==> src/include/router_params.svh <==
`ifndef ROUTER_PARAMS_SVH
`define ROUTER_PARAMS_SVH

// inputs in rotation order L, N, E, W, S.
`define NUM_PORTS 5

// full flit word.
`define FLIT_W 32

// flit kind, top bits of every flit.
`define FLIT_ID_W 3

// packet length, low bits of a header flit.
`define LEN_W 12

`endif

==> src/hdl/routerPkg.sv <==
`include "router_params.svh"

package routerPkg;

  typedef logic [`FLIT_W-1:0] flitT;
  typedef logic [`FLIT_ID_W-1:0] flitIdT;
  typedef logic [`LEN_W-1:0] lenT;

  // one-hot, bit 0 idle, bits 1..5 are L, N, E, W, S.
  typedef logic [`NUM_PORTS:0] grantT;

  localparam flitIdT FLIT_HEAD = 3'd1;
  localparam flitIdT FLIT_BODY = 3'd2;
  localparam flitIdT FLIT_TAIL = 3'd3;

  localparam grantT GRANT_IDLE = 6'b000001;
  localparam grantT GRANT_L    = 6'b000010;
  localparam grantT GRANT_N    = 6'b000100;
  localparam grantT GRANT_E    = 6'b001000;
  localparam grantT GRANT_W    = 6'b010000;
  localparam grantT GRANT_S    = 6'b100000;

endpackage

==> src/hdl/outputRegister.sv <==
`timescale 1ns/1ns

module outputRegister
  import routerPkg::*;
(
  input  logic  clk,
  input  logic  rst,
  input  grantT grant,
  input  flitT  lFlit,
  input  flitT  nFlit,
  input  flitT  eFlit,
  input  flitT  wFlit,
  input  flitT  sFlit,
  input  logic  lReq,
  input  logic  nReq,
  input  logic  eReq,
  input  logic  wReq,
  input  logic  sReq,
  output flitT  outFlit,
  output logic  outValid,
  output grantT outPort
);

  flitT selFlit;
  logic selReq;

  always_comb
  begin
    selFlit = '0;
    selReq  = 1'b0;   // idle selects nothing.
    case (grant)
      GRANT_L:
      begin
        selFlit = lFlit;
        selReq  = lReq;
      end
      GRANT_N:
      begin
        selFlit = nFlit;
        selReq  = nReq;
      end
      GRANT_E:
      begin
        selFlit = eFlit;
        selReq  = eReq;
      end
      GRANT_W:
      begin
        selFlit = wFlit;
        selReq  = wReq;
      end
      GRANT_S:
      begin
        selFlit = sFlit;
        selReq  = sReq;
      end
      default:
      begin
        selFlit = '0;
        selReq  = 1'b0;
      end
    endcase
  end

  always_ff @(posedge clk)
  begin
    if (rst)
    begin
      outFlit  <= '0;
      outValid <= 1'b0;
      outPort  <= GRANT_IDLE;
    end
    else
    begin
      outFlit  <= selFlit;
      outValid <= selReq;
      outPort  <= grant;
    end
  end

  validHasPort: assert property (
    @(posedge clk) disable iff (rst)
      outValid |-> (outPort != GRANT_IDLE)
  )
  else
    $error("outputRegister: valid flit with idle port");

endmodule

==> src/hdl/portTimer.sv <==
`timescale 1ns/1ns

module portTimer
  import routerPkg::*;
(
  input  logic   clk,
  input  logic   rst,
  input  flitIdT flitId,
  input  lenT    length,
  input  logic   runTimer,
  output logic   timesUp
);

  lenT limit;   // hold bound from the last header.
  lenT count;

  always_ff @(posedge clk)
  begin
    if (rst)
    begin
      limit <= '0;
      count <= '0;
    end
    else
    begin
      if (flitId == FLIT_HEAD)
      begin
        limit <= length;   // latched even while not granted.
      end
      if (runTimer)
      begin
        count <= count + 1'b1;
      end
      else
      begin
        count <= '0;
      end
    end
  end

  assign timesUp = (count == limit);

  // the arbiter stops running the timer once the limit is hit,
  // so a header that shrinks the limit mid-hold shows up here.
  countWithinLimit: assert property (
    @(posedge clk) disable iff (rst)
      runTimer |-> (count <= limit)
  )
  else
    $error("portTimer: count passed the hold limit");

endmodule

==> src/hdl/routerOutputPort.sv <==
`timescale 1ns/1ns
`include "router_params.svh"

module routerOutputPort
  import routerPkg::*;
(
  input  logic  clk,
  input  logic  rst,
  input  flitT  lFlit,
  input  flitT  nFlit,
  input  flitT  eFlit,
  input  flitT  wFlit,
  input  flitT  sFlit,
  input  logic  lReq,
  input  logic  nReq,
  input  logic  eReq,
  input  logic  wReq,
  input  logic  sReq,
  output flitT  outFlit,
  output logic  outValid,
  output grantT outPort
);

  flitIdT lFlitId;
  flitIdT nFlitId;
  flitIdT eFlitId;
  flitIdT wFlitId;
  flitIdT sFlitId;
  lenT    lLength;
  lenT    nLength;
  lenT    eLength;
  lenT    wLength;
  lenT    sLength;
  grantT  grant;

  // flit kind from the top bits.
  assign lFlitId = lFlit[`FLIT_W-1 -: `FLIT_ID_W];
  assign nFlitId = nFlit[`FLIT_W-1 -: `FLIT_ID_W];
  assign eFlitId = eFlit[`FLIT_W-1 -: `FLIT_ID_W];
  assign wFlitId = wFlit[`FLIT_W-1 -: `FLIT_ID_W];
  assign sFlitId = sFlit[`FLIT_W-1 -: `FLIT_ID_W];

  // length, meaningful on header flits only.
  assign lLength = lFlit[`LEN_W-1:0];
  assign nLength = nFlit[`LEN_W-1:0];
  assign eLength = eFlit[`LEN_W-1:0];
  assign wLength = wFlit[`LEN_W-1:0];
  assign sLength = sFlit[`LEN_W-1:0];

  switchArbiter arbiter (
    .clk     (clk),
    .rst     (rst),
    .lFlitId (lFlitId),
    .nFlitId (nFlitId),
    .eFlitId (eFlitId),
    .wFlitId (wFlitId),
    .sFlitId (sFlitId),
    .lLength (lLength),
    .nLength (nLength),
    .eLength (eLength),
    .wLength (wLength),
    .sLength (sLength),
    .lReq    (lReq),
    .nReq    (nReq),
    .eReq    (eReq),
    .wReq    (wReq),
    .sReq    (sReq),
    .grant   (grant)
  );

  outputRegister outReg (
    .clk      (clk),
    .rst      (rst),
    .grant    (grant),
    .lFlit    (lFlit),
    .nFlit    (nFlit),
    .eFlit    (eFlit),
    .wFlit    (wFlit),
    .sFlit    (sFlit),
    .lReq     (lReq),
    .nReq     (nReq),
    .eReq     (eReq),
    .wReq     (wReq),
    .sReq     (sReq),
    .outFlit  (outFlit),
    .outValid (outValid),
    .outPort  (outPort)
  );

endmodule

==> src/hdl/switchArbiter.sv <==
`timescale 1ns/1ns
`include "router_params.svh"

module switchArbiter
  import routerPkg::*;
(
  input  logic   clk,
  input  logic   rst,
  input  flitIdT lFlitId,
  input  flitIdT nFlitId,
  input  flitIdT eFlitId,
  input  flitIdT wFlitId,
  input  flitIdT sFlitId,
  input  lenT    lLength,
  input  lenT    nLength,
  input  lenT    eLength,
  input  lenT    wLength,
  input  lenT    sLength,
  input  logic   lReq,
  input  logic   nReq,
  input  logic   eReq,
  input  logic   wReq,
  input  logic   sReq,
  output grantT  grant
);

  logic [`NUM_PORTS-1:0] reqVec;       // bit 0 is L.
  logic [`NUM_PORTS-1:0] timesUpVec;
  logic [`NUM_PORTS-1:0] runTimer;
  grantT                 nextGrant;
  int                    holder;       // index of the granted input.
  logic                  legal;

  // first requester among the span inputs that follow last.
  function automatic grantT pickAfter(input logic [`NUM_PORTS-1:0] reqs,
                                      input int last,
                                      input int span);
    grantT pick;
    logic  found;
    int    idx;
    pick  = GRANT_IDLE;
    found = 1'b0;
    for (int k = 1; k <= `NUM_PORTS; k++)
    begin
      idx = (last + k) % `NUM_PORTS;
      if ((k <= span) && !found && reqs[idx])
      begin
        pick  = grantT'(1) << (idx + 1);
        found = 1'b1;
      end
    end
    return pick;
  endfunction

  assign reqVec = {sReq, wReq, eReq, nReq, lReq};

  portTimer lTimer (
    .clk      (clk),
    .rst      (rst),
    .flitId   (lFlitId),
    .length   (lLength),
    .runTimer (runTimer[0]),
    .timesUp  (timesUpVec[0])
  );

  portTimer nTimer (
    .clk      (clk),
    .rst      (rst),
    .flitId   (nFlitId),
    .length   (nLength),
    .runTimer (runTimer[1]),
    .timesUp  (timesUpVec[1])
  );

  portTimer eTimer (
    .clk      (clk),
    .rst      (rst),
    .flitId   (eFlitId),
    .length   (eLength),
    .runTimer (runTimer[2]),
    .timesUp  (timesUpVec[2])
  );

  portTimer wTimer (
    .clk      (clk),
    .rst      (rst),
    .flitId   (wFlitId),
    .length   (wLength),
    .runTimer (runTimer[3]),
    .timesUp  (timesUpVec[3])
  );

  portTimer sTimer (
    .clk      (clk),
    .rst      (rst),
    .flitId   (sFlitId),
    .length   (sLength),
    .runTimer (runTimer[4]),
    .timesUp  (timesUpVec[4])
  );

  always_comb
  begin
    holder = 0;
    legal  = 1'b1;
    case (grant)
      GRANT_IDLE: holder = `NUM_PORTS - 1;   // scan then starts at L.
      GRANT_L:    holder = 0;
      GRANT_N:    holder = 1;
      GRANT_E:    holder = 2;
      GRANT_W:    holder = 3;
      GRANT_S:    holder = 4;
      default:    legal = 1'b0;
    endcase
  end

  always_comb
  begin
    runTimer  = '0;
    nextGrant = GRANT_IDLE;
    if (!legal)
    begin
      nextGrant = GRANT_IDLE;   // recover to idle.
    end
    else if (grant == GRANT_IDLE)
    begin
      nextGrant = pickAfter(reqVec, holder, `NUM_PORTS);
    end
    else if (reqVec[holder] && !timesUpVec[holder])
    begin
      runTimer[holder] = 1'b1;   // hold and keep counting.
      nextGrant        = grant;
    end
    else
    begin
      nextGrant = pickAfter(reqVec, holder, `NUM_PORTS - 1);
    end
  end

  always_ff @(posedge clk)
  begin
    if (rst)
    begin
      grant <= GRANT_IDLE;
    end
    else
    begin
      grant <= nextGrant;
    end
  end

  grantOneHot: assert property (
    @(posedge clk) disable iff (rst)
      $onehot(grant)
  )
  else
    $error("switchArbiter: grant is not one-hot");

  // a handover from a held port lands only on an input that was requesting.
  grantToRequester: assert property (
    @(posedge clk) disable iff (rst)
      (grant != GRANT_IDLE) |=>
        (grant == $past(grant)) || (grant == GRANT_IDLE) ||
        ((grant[`NUM_PORTS:1] & $past(reqVec)) != '0)
  )
  else
    $error("switchArbiter: grant moved to an idle input");

endmodule

==> config.mk <==
export PLATFORM = sky130hd
export DESIGN_NAME = routerOutputPort
export DESIGN_NICKNAME = d
export VERILOG_FILES = /design/src/hdl/routerPkg.sv /design/src/hdl/outputRegister.sv /design/src/hdl/portTimer.sv /design/src/hdl/routerOutputPort.sv /design/src/hdl/switchArbiter.sv
export VERILOG_INCLUDE_DIRS = /design/src /design/src/include
export SDC_FILE = /design/constraint.sdc
export NUM_CORES = 1
export LEC_CHECK = 0
export CAP_MARGIN = 20
export CORE_MARGIN = 2
export CORE_UTILIZATION = 42
export DETAILED_ROUTE_END_ITERATION = 8
export DONT_BUFFER_PORTS = 1
export SKIP_CTS_REPAIR_TIMING = 1
export SYNTH_ARGS = -nofsm -noshare
export SYNTH_HDL_FRONTEND = slang
export SYNTH_SLANG_ARGS = --single-unit
==> constraint.sdc <==
create_clock -name clk -period 7.1 [get_ports clk]
set_clock_uncertainty 0.05 [all_clocks]
set_input_delay 1.42 -clock clk [delete_from_list [all_inputs] [get_ports clk]]
set_output_delay 1.42 -clock clk [all_outputs]
set_load 0.02 [all_outputs]
Word-level counts from Yosys, hierarchy flattened
Index checks and enable logic that the tools add are counted.
{ "word_totals": {"reg_bits": 165, "latchBits": 0, "ramBits": 0, "rom_bits": 0, "in_bits": 167, "output_inout_bits": 39, "mem_count": 0} }
{ "classes": {"n_addsub": 15, "n_mul": 0, "n_div": 5, "order_cmp": 7, "eq_ne": 17, "shifts": 5, "muxes": 63, "bitwise_logic": 6, "n_reduce_logical": 25} }
{ "ops": {"columns": ["cell", "n"], "rows": [
  ["$lt A32 B5 Y1 const B", 6],
  ["$add A32 B2 Y32 const B", 5],
  ["$mod A32 B4 Y32 const B", 5],
  ["$pmux W32 S5", 1],
  ["$shl A1 B32 Y6 const A", 5],
  ["$add A12 B1 Y12 const B", 5],
  ["$eq A12 B12 Y1", 5],
  ["$mux W6", 10],
  ["$mux W1", 39],
  ["$ge A32 B1 Y1 const B", 1],
  ["$bmux W1 S3", 7],
  ["$eq A3 B1 Y1 const B", 5],
  ["$mux W5", 3],
  ["$reduce_or A2 Y1", 7],
  ["$pmux W3 S4", 1],
  ["$logic_and A1 B1 Y1", 9],
  ["$add A3 B2 Y4 const B", 2],
  ["$add A3 B3 Y4 const B", 2],
  ["$logic_not A1 Y1", 8],
  ["$eq A6 B1 Y1 const B", 1],
  ["$eq A6 B2 Y1 const B", 1],
  ["$eq A6 B3 Y1 const B", 1],
  ["$eq A6 B4 Y1 const B", 1],
  ["$eq A6 B5 Y1 const B", 1],
  ["other kinds (7)", 12]
]} }

Longest topological paths before layout
{ "depth": {"depth_word": 30, "ltp_mapped": 31, "depth_no_buf": 26} }

Hierarchy
Synthesis repeated with hierarchy kept, for this count alone.
{ "unflattened": {"cells_unflattened": 1359, "hier_area_um2": 11554.8} }
{ "by_module_without_submodules": {"columns": ["mod", "instances", "cells_per_inst", "area_each_um2"], "rows": [
  ["portTimer", 5, 113, 1073.5],
  ["switchArbiter", 1, 572, 4012.6],
  ["outputRegister", 1, 222, 2174.6]
]} }

Least setup slack after synthesis
No wires, ideal clock.
{ "synth_timing": {"path_kind": "flip-flop to flip-flop", "from": "register arbiter.grant[5]", "to": "register arbiter.grant[4]", "setup_ps": 103, "t_arrival_ps": 7061, "required_ps": 6947, "setup_slack_ps": -114, "stages_incl_launch_ff": 30, "synth_period_minus_slack_ps": 7214, "cell_sequence": "dfxtp_1 buf_2 nor4_1 clkbuf_1 nand2_1 clkbuf_1 clkbuf_1 ha_1 clkbuf_1 clkbuf_1 inv_1 ha_1 a2111oi_0 nor3_2 xnor2_1 inv_1 ha_1 clkbuf_1 a311oi_1 nand3_1 and3_1 a21oi_2 inv_1 a221oi_1 a311o_1 nand3_2 or3_1 buf_2 and3_1 a2111oi_2"} }
{ "synth_between": {"elab_chain_cells": 30} }
{ "synth_rtl": {"columns": ["element", "line_no", "text"], "rows": [
  ["start: declaration", "switchArbiter.sv:24", "output grantT grant"],
  ["start signal: assignment", "switchArbiter.sv:148", "grant <= nextGrant;"],
  ["$eq A6 B6 Y1 / $eq A6 B1 Y1 (equally long branches)", "switchArbiter.sv:106, switchArbiter.sv:125", null],
  ["$reduce_or A2 Y1 (no source line)", null, null],
  ["$pmux W3 S4", "switchArbiter.sv:106", "case (grant)"],
  ["$add A3 B1 Y4", "switchArbiter.sv:45", "idx = (last + k) % `NUM_PORTS;"],
  ["$mod A32 B4 Y32 (no source line)", null, null],
  ["$bmux W1 S3", "switchArbiter.sv:46", "if ((k <= span) && !found && reqs[idx])"],
  ["$mux W1 (implied by the code) (2 in series)", "switchArbiter.sv:46", null],
  ["$mux W1", "switchArbiter.sv:46", null],
  ["(+13 left out)", null, null],
  ["$logic_and A1 B1 Y1", "switchArbiter.sv:46", null],
  ["$mux W1", "switchArbiter.sv:46", null],
  ["$mux W1", "switchArbiter.sv:125", "else if (grant == GRANT_IDLE)"],
  ["$mux W1", "switchArbiter.sv:121", "if (!legal)"],
  ["$logic_not A1 Y1", "switchArbiter.sv:46", null],
  ["$logic_and A1 B1 Y1", "switchArbiter.sv:46", null],
  ["$mux W6", "switchArbiter.sv:46", null],
  ["$mux W6", "switchArbiter.sv:125", null]
]} }
Several ways; a longest one is shown, not always the timed one. The select of a mux whose other input is x is not followed.
A chain may end at the register's enable or synchronous reset.

Worst setup path after layout
Ends and elaborated chain as after synthesis.

==> qor.csv <==
metric,value,unit
status,"finished, final reports clean",
avgSynthCellArea,7.89,um2
drive_gt1_share,7.49,%
synth_edf_count,0,
clk_path_buf_depth,2,
worst-r2r-cell-count,24,
crit_type,reg2reg,
htree_levels,4,
max-cap-violations,0,
synthTopCellsByArea,"dfxtp_1, nand2_1, xor2_1",
root_buffer,clkbuf_16,
ioPinCount,206,
yosysTopAreaCellShare,31.9,%
async_reset_ff_share,0,%
crit_slowest_cell,or4_1,
rsz0062_at_grt,false,
cp_max_fo,12,
vias,9839,
fin_tns_setup,0,ns
coreArea,24200,um2
preCtsSetupSlack,0.252,ns
finalHoldViolations,0,
dpl_cell_area,10700,um2
drcViolationCount,0,
gr-total-overflow,0,
holdCritStartpoint,arbiter.wTimer.limit[7],
wl_per_cell,21.2,um
syn_inst,1312,
cts_buffers,17,
arrival,6.90,ns
grt.total_usage,26.0,%
rows,57,
reg2reg_from,arbiter.grant[5],
synth.yosys.seq_area_share,31.9,%
clk_latency,0.44,ns
wl,34.4,mm
peakVddDrop,0.383,mV
synth_seq_cells,165,
ys.flop_type,dfxtp_1,
clkSlewWorstSetupHoldPaths,0.08,ns
dr.pass1.iters,7,
yosysWarnings,0,
setup_viol,0,
gp_congestion,1.00,
required,7.38,ns
drtAntennaViolNets,0,
timing.fmax,151,MHz
area_growth,9.30,%
drt_iter0_drc,932,
grt_max_degree,69,
fin_crit,6.62,ns
fillers,2462,
fin_util,46.7,%
path_buf_inv,3,
initial_utilization,42.7,%
r2r_end,arbiter.grant[4],
grt_pass1_vias,9596,
die_area,25900,um2
hpwl,25.8,mm
antenna_found_initial,3,
synth_top_area_cell,dfxtp_1,
die_h,161,um
cp_top_family,simple AND/OR/NAND/NOR gates,
grt_pass1_wl,53.1,mm
port_buffers,0,
syn_nets,1515,
pwr_density_cell,502,nW/um2
synth_area,10400,um2
worst_slack,0.481,ns
slew_viol_final,0,
r2r_setup_slack,0.48,ns
slew_headroom,30.2,%
cts_tree,yes,
hold_path_class,reg2reg,
tightest_slew,1.04,ns
path_cells,"or4_1, or2_0, buf_4, inv_1, ha_1, inv_1, nand3_1, nand2_1, ha_1, nor2_1, nand4_1, o211ai_1, xnor2_1, ha_2, a21boi_0, o21ai_0, and3_1, nor2_2, mux2i_1, nand3_1, o22a_1, or3_1, and3_1, a2111oi_2",
fin_crit_sh,93.2,%
leakage,0.00406,uW
critPathLaunchType,flip-flop,
ys_types,89,
holdPathEnd,arbiter.wTimer.limit[7],
fin_hold_ws,0.417,ns
endpoint_kind,flip-flop,
max_stage_delay,0.64,ns
final_nets,1486,
final_area,11300,um2
vias_per_cell,6.07,
numClockSinks,165,
die_w,161,um
worstHoldPathCells,2,
## worst max-delay path by stage
stage          slack, ns              from  cells past startpoint               end
2_1_floorplan       0.05  arbiter.grant[5]                     29  arbiter.grant[4]
3_3_place_gp        0.45  arbiter.grant[5]                     23  arbiter.grant[0]
3_5_place_dp        0.25  arbiter.grant[0]                     22  arbiter.grant[4]
4_1_cts             0.24  arbiter.grant[5]                     22  arbiter.grant[4]
5_1_grt             0.02  arbiter.grant[5]                     24  arbiter.grant[4]
6_report            0.48  arbiter.grant[5]                     24  arbiter.grant[4]
## synth_stat cells, drive strengths merged (15+ instances only)
| master | instances |
|---|---|
| a211oi | 16 |
| a21oi | 123 |
| a222oi | 34 |
| a22oi | 37 |
| a31oi | 15 |
| and3 | 24 |
| buf | 15 |
| clkbuf | 60 |
| dfxtp | 165 |
| ha | 36 |
| inv | 40 |
| nand2 | 188 |
| nand3 | 56 |
| nor2 | 105 |
| nor3 | 24 |
| nor4 | 19 |
| o21ai | 31 |
| xnor2 | 58 |
| xor2 | 74 |
## final cells by class
class,count,area (um2),share of cell area [%]
tap,324,405,3.58
clock inverter,14,153,1.35
multi-input combinational,1032,6670,58.9
timing repair buffer,27,203,1.79
sequential,165,3300,29.2
clock buffer,17,425,3.76
antenna,3,7.51,0.0663
inverter,40,150,1.33
## per-stage QoR
stage | power [uW] | cells
global route | 6110 | 1622
global placement | 4640 | 1587
finish | 5680 | 1622
floorplan | 3780 | 1312
detailed placement | 4650 | 1587
CTS | 5570 | 1618
## report_power, final
group	switching, uW	total [uW]	internal [uW]
registers	48.5	1000	956
clock network	439	908	469
logic	2390	3770	1380
## placed cells by master (no fill, tap or decap), drive strengths merged, types with 11 or more instances in the layout
master | synthesis | final
nand2 | 188 | 188
dfxtp | 165 | 165
a21oi | 123 | 123
nor2 | 105 | 105
xor2 | 74 | 74
xnor2 | 58 | 58
nand3 | 56 | 56
inv | 40 | 48
a22oi | 37 | 37
ha | 36 | 36
a222oi | 34 | 34
o21ai | 31 | 31
buf | 15 | 27
and3 | 24 | 24
nor3 | 24 | 24
nor4 | 19 | 19
clkbuf | 60 | 17
a211oi | 16 | 16
a31oi | 15 | 15
nand4 | 14 | 14
o211ai | 13 | 13
nor2b | 12 | 12
and2 | 11 | 11
mux2i | 11 | 11
## cell families after synthesis
| kind of cell | after synthesis | synth area share [%] |
|---|---|---|
| flip-flops | 165 | 31.9 |
| XOR/XNOR | 132 | 11.2 |
| buffers and inverters | 115 | 4.48 |
| AO/OA/AOI/OAI | 348 | 23.5 |
| AND/OR/NAND/NOR | 502 | 23.1 |
| adder cells (fa/ha/maj) | 36 | 4.35 |
| multiplexers | 14 | 1.39 |
## tightest hold or removal path, cell delays in order, from the launching register on
cell and delay, ns:
dfxtp_1 0.32, nand2_1 0.05, a21oi_1 0.05
## layer usage
layer / track usage (%) / wire length [um] / part of all wire, %
met5: 0 / 0 / 0
met3: 5.98 / 2670 / 7.8
met4: 9.94 / 990 / 2.9
met2: 41.3 / 15300 / 45
met1: 34.6 / 15400 / 45
## state kept, by name, summed over array words and instances, names as in the netlist
signal,count
arbiter.sTimer.limit,12
arbiter.grant,6
arbiter.eTimer.limit,12
arbiter.nTimer.limit,12
arbiter.lTimer.count,12
outReg.outValid,1
outReg.outPort,6
arbiter.nTimer.count,12
arbiter.lTimer.limit,12
arbiter.wTimer.count,12
arbiter.wTimer.limit,12
arbiter.eTimer.count,12
outReg.outFlit,32
arbiter.sTimer.count,12
Note: power is estimated with default switching activity, not from simulation.
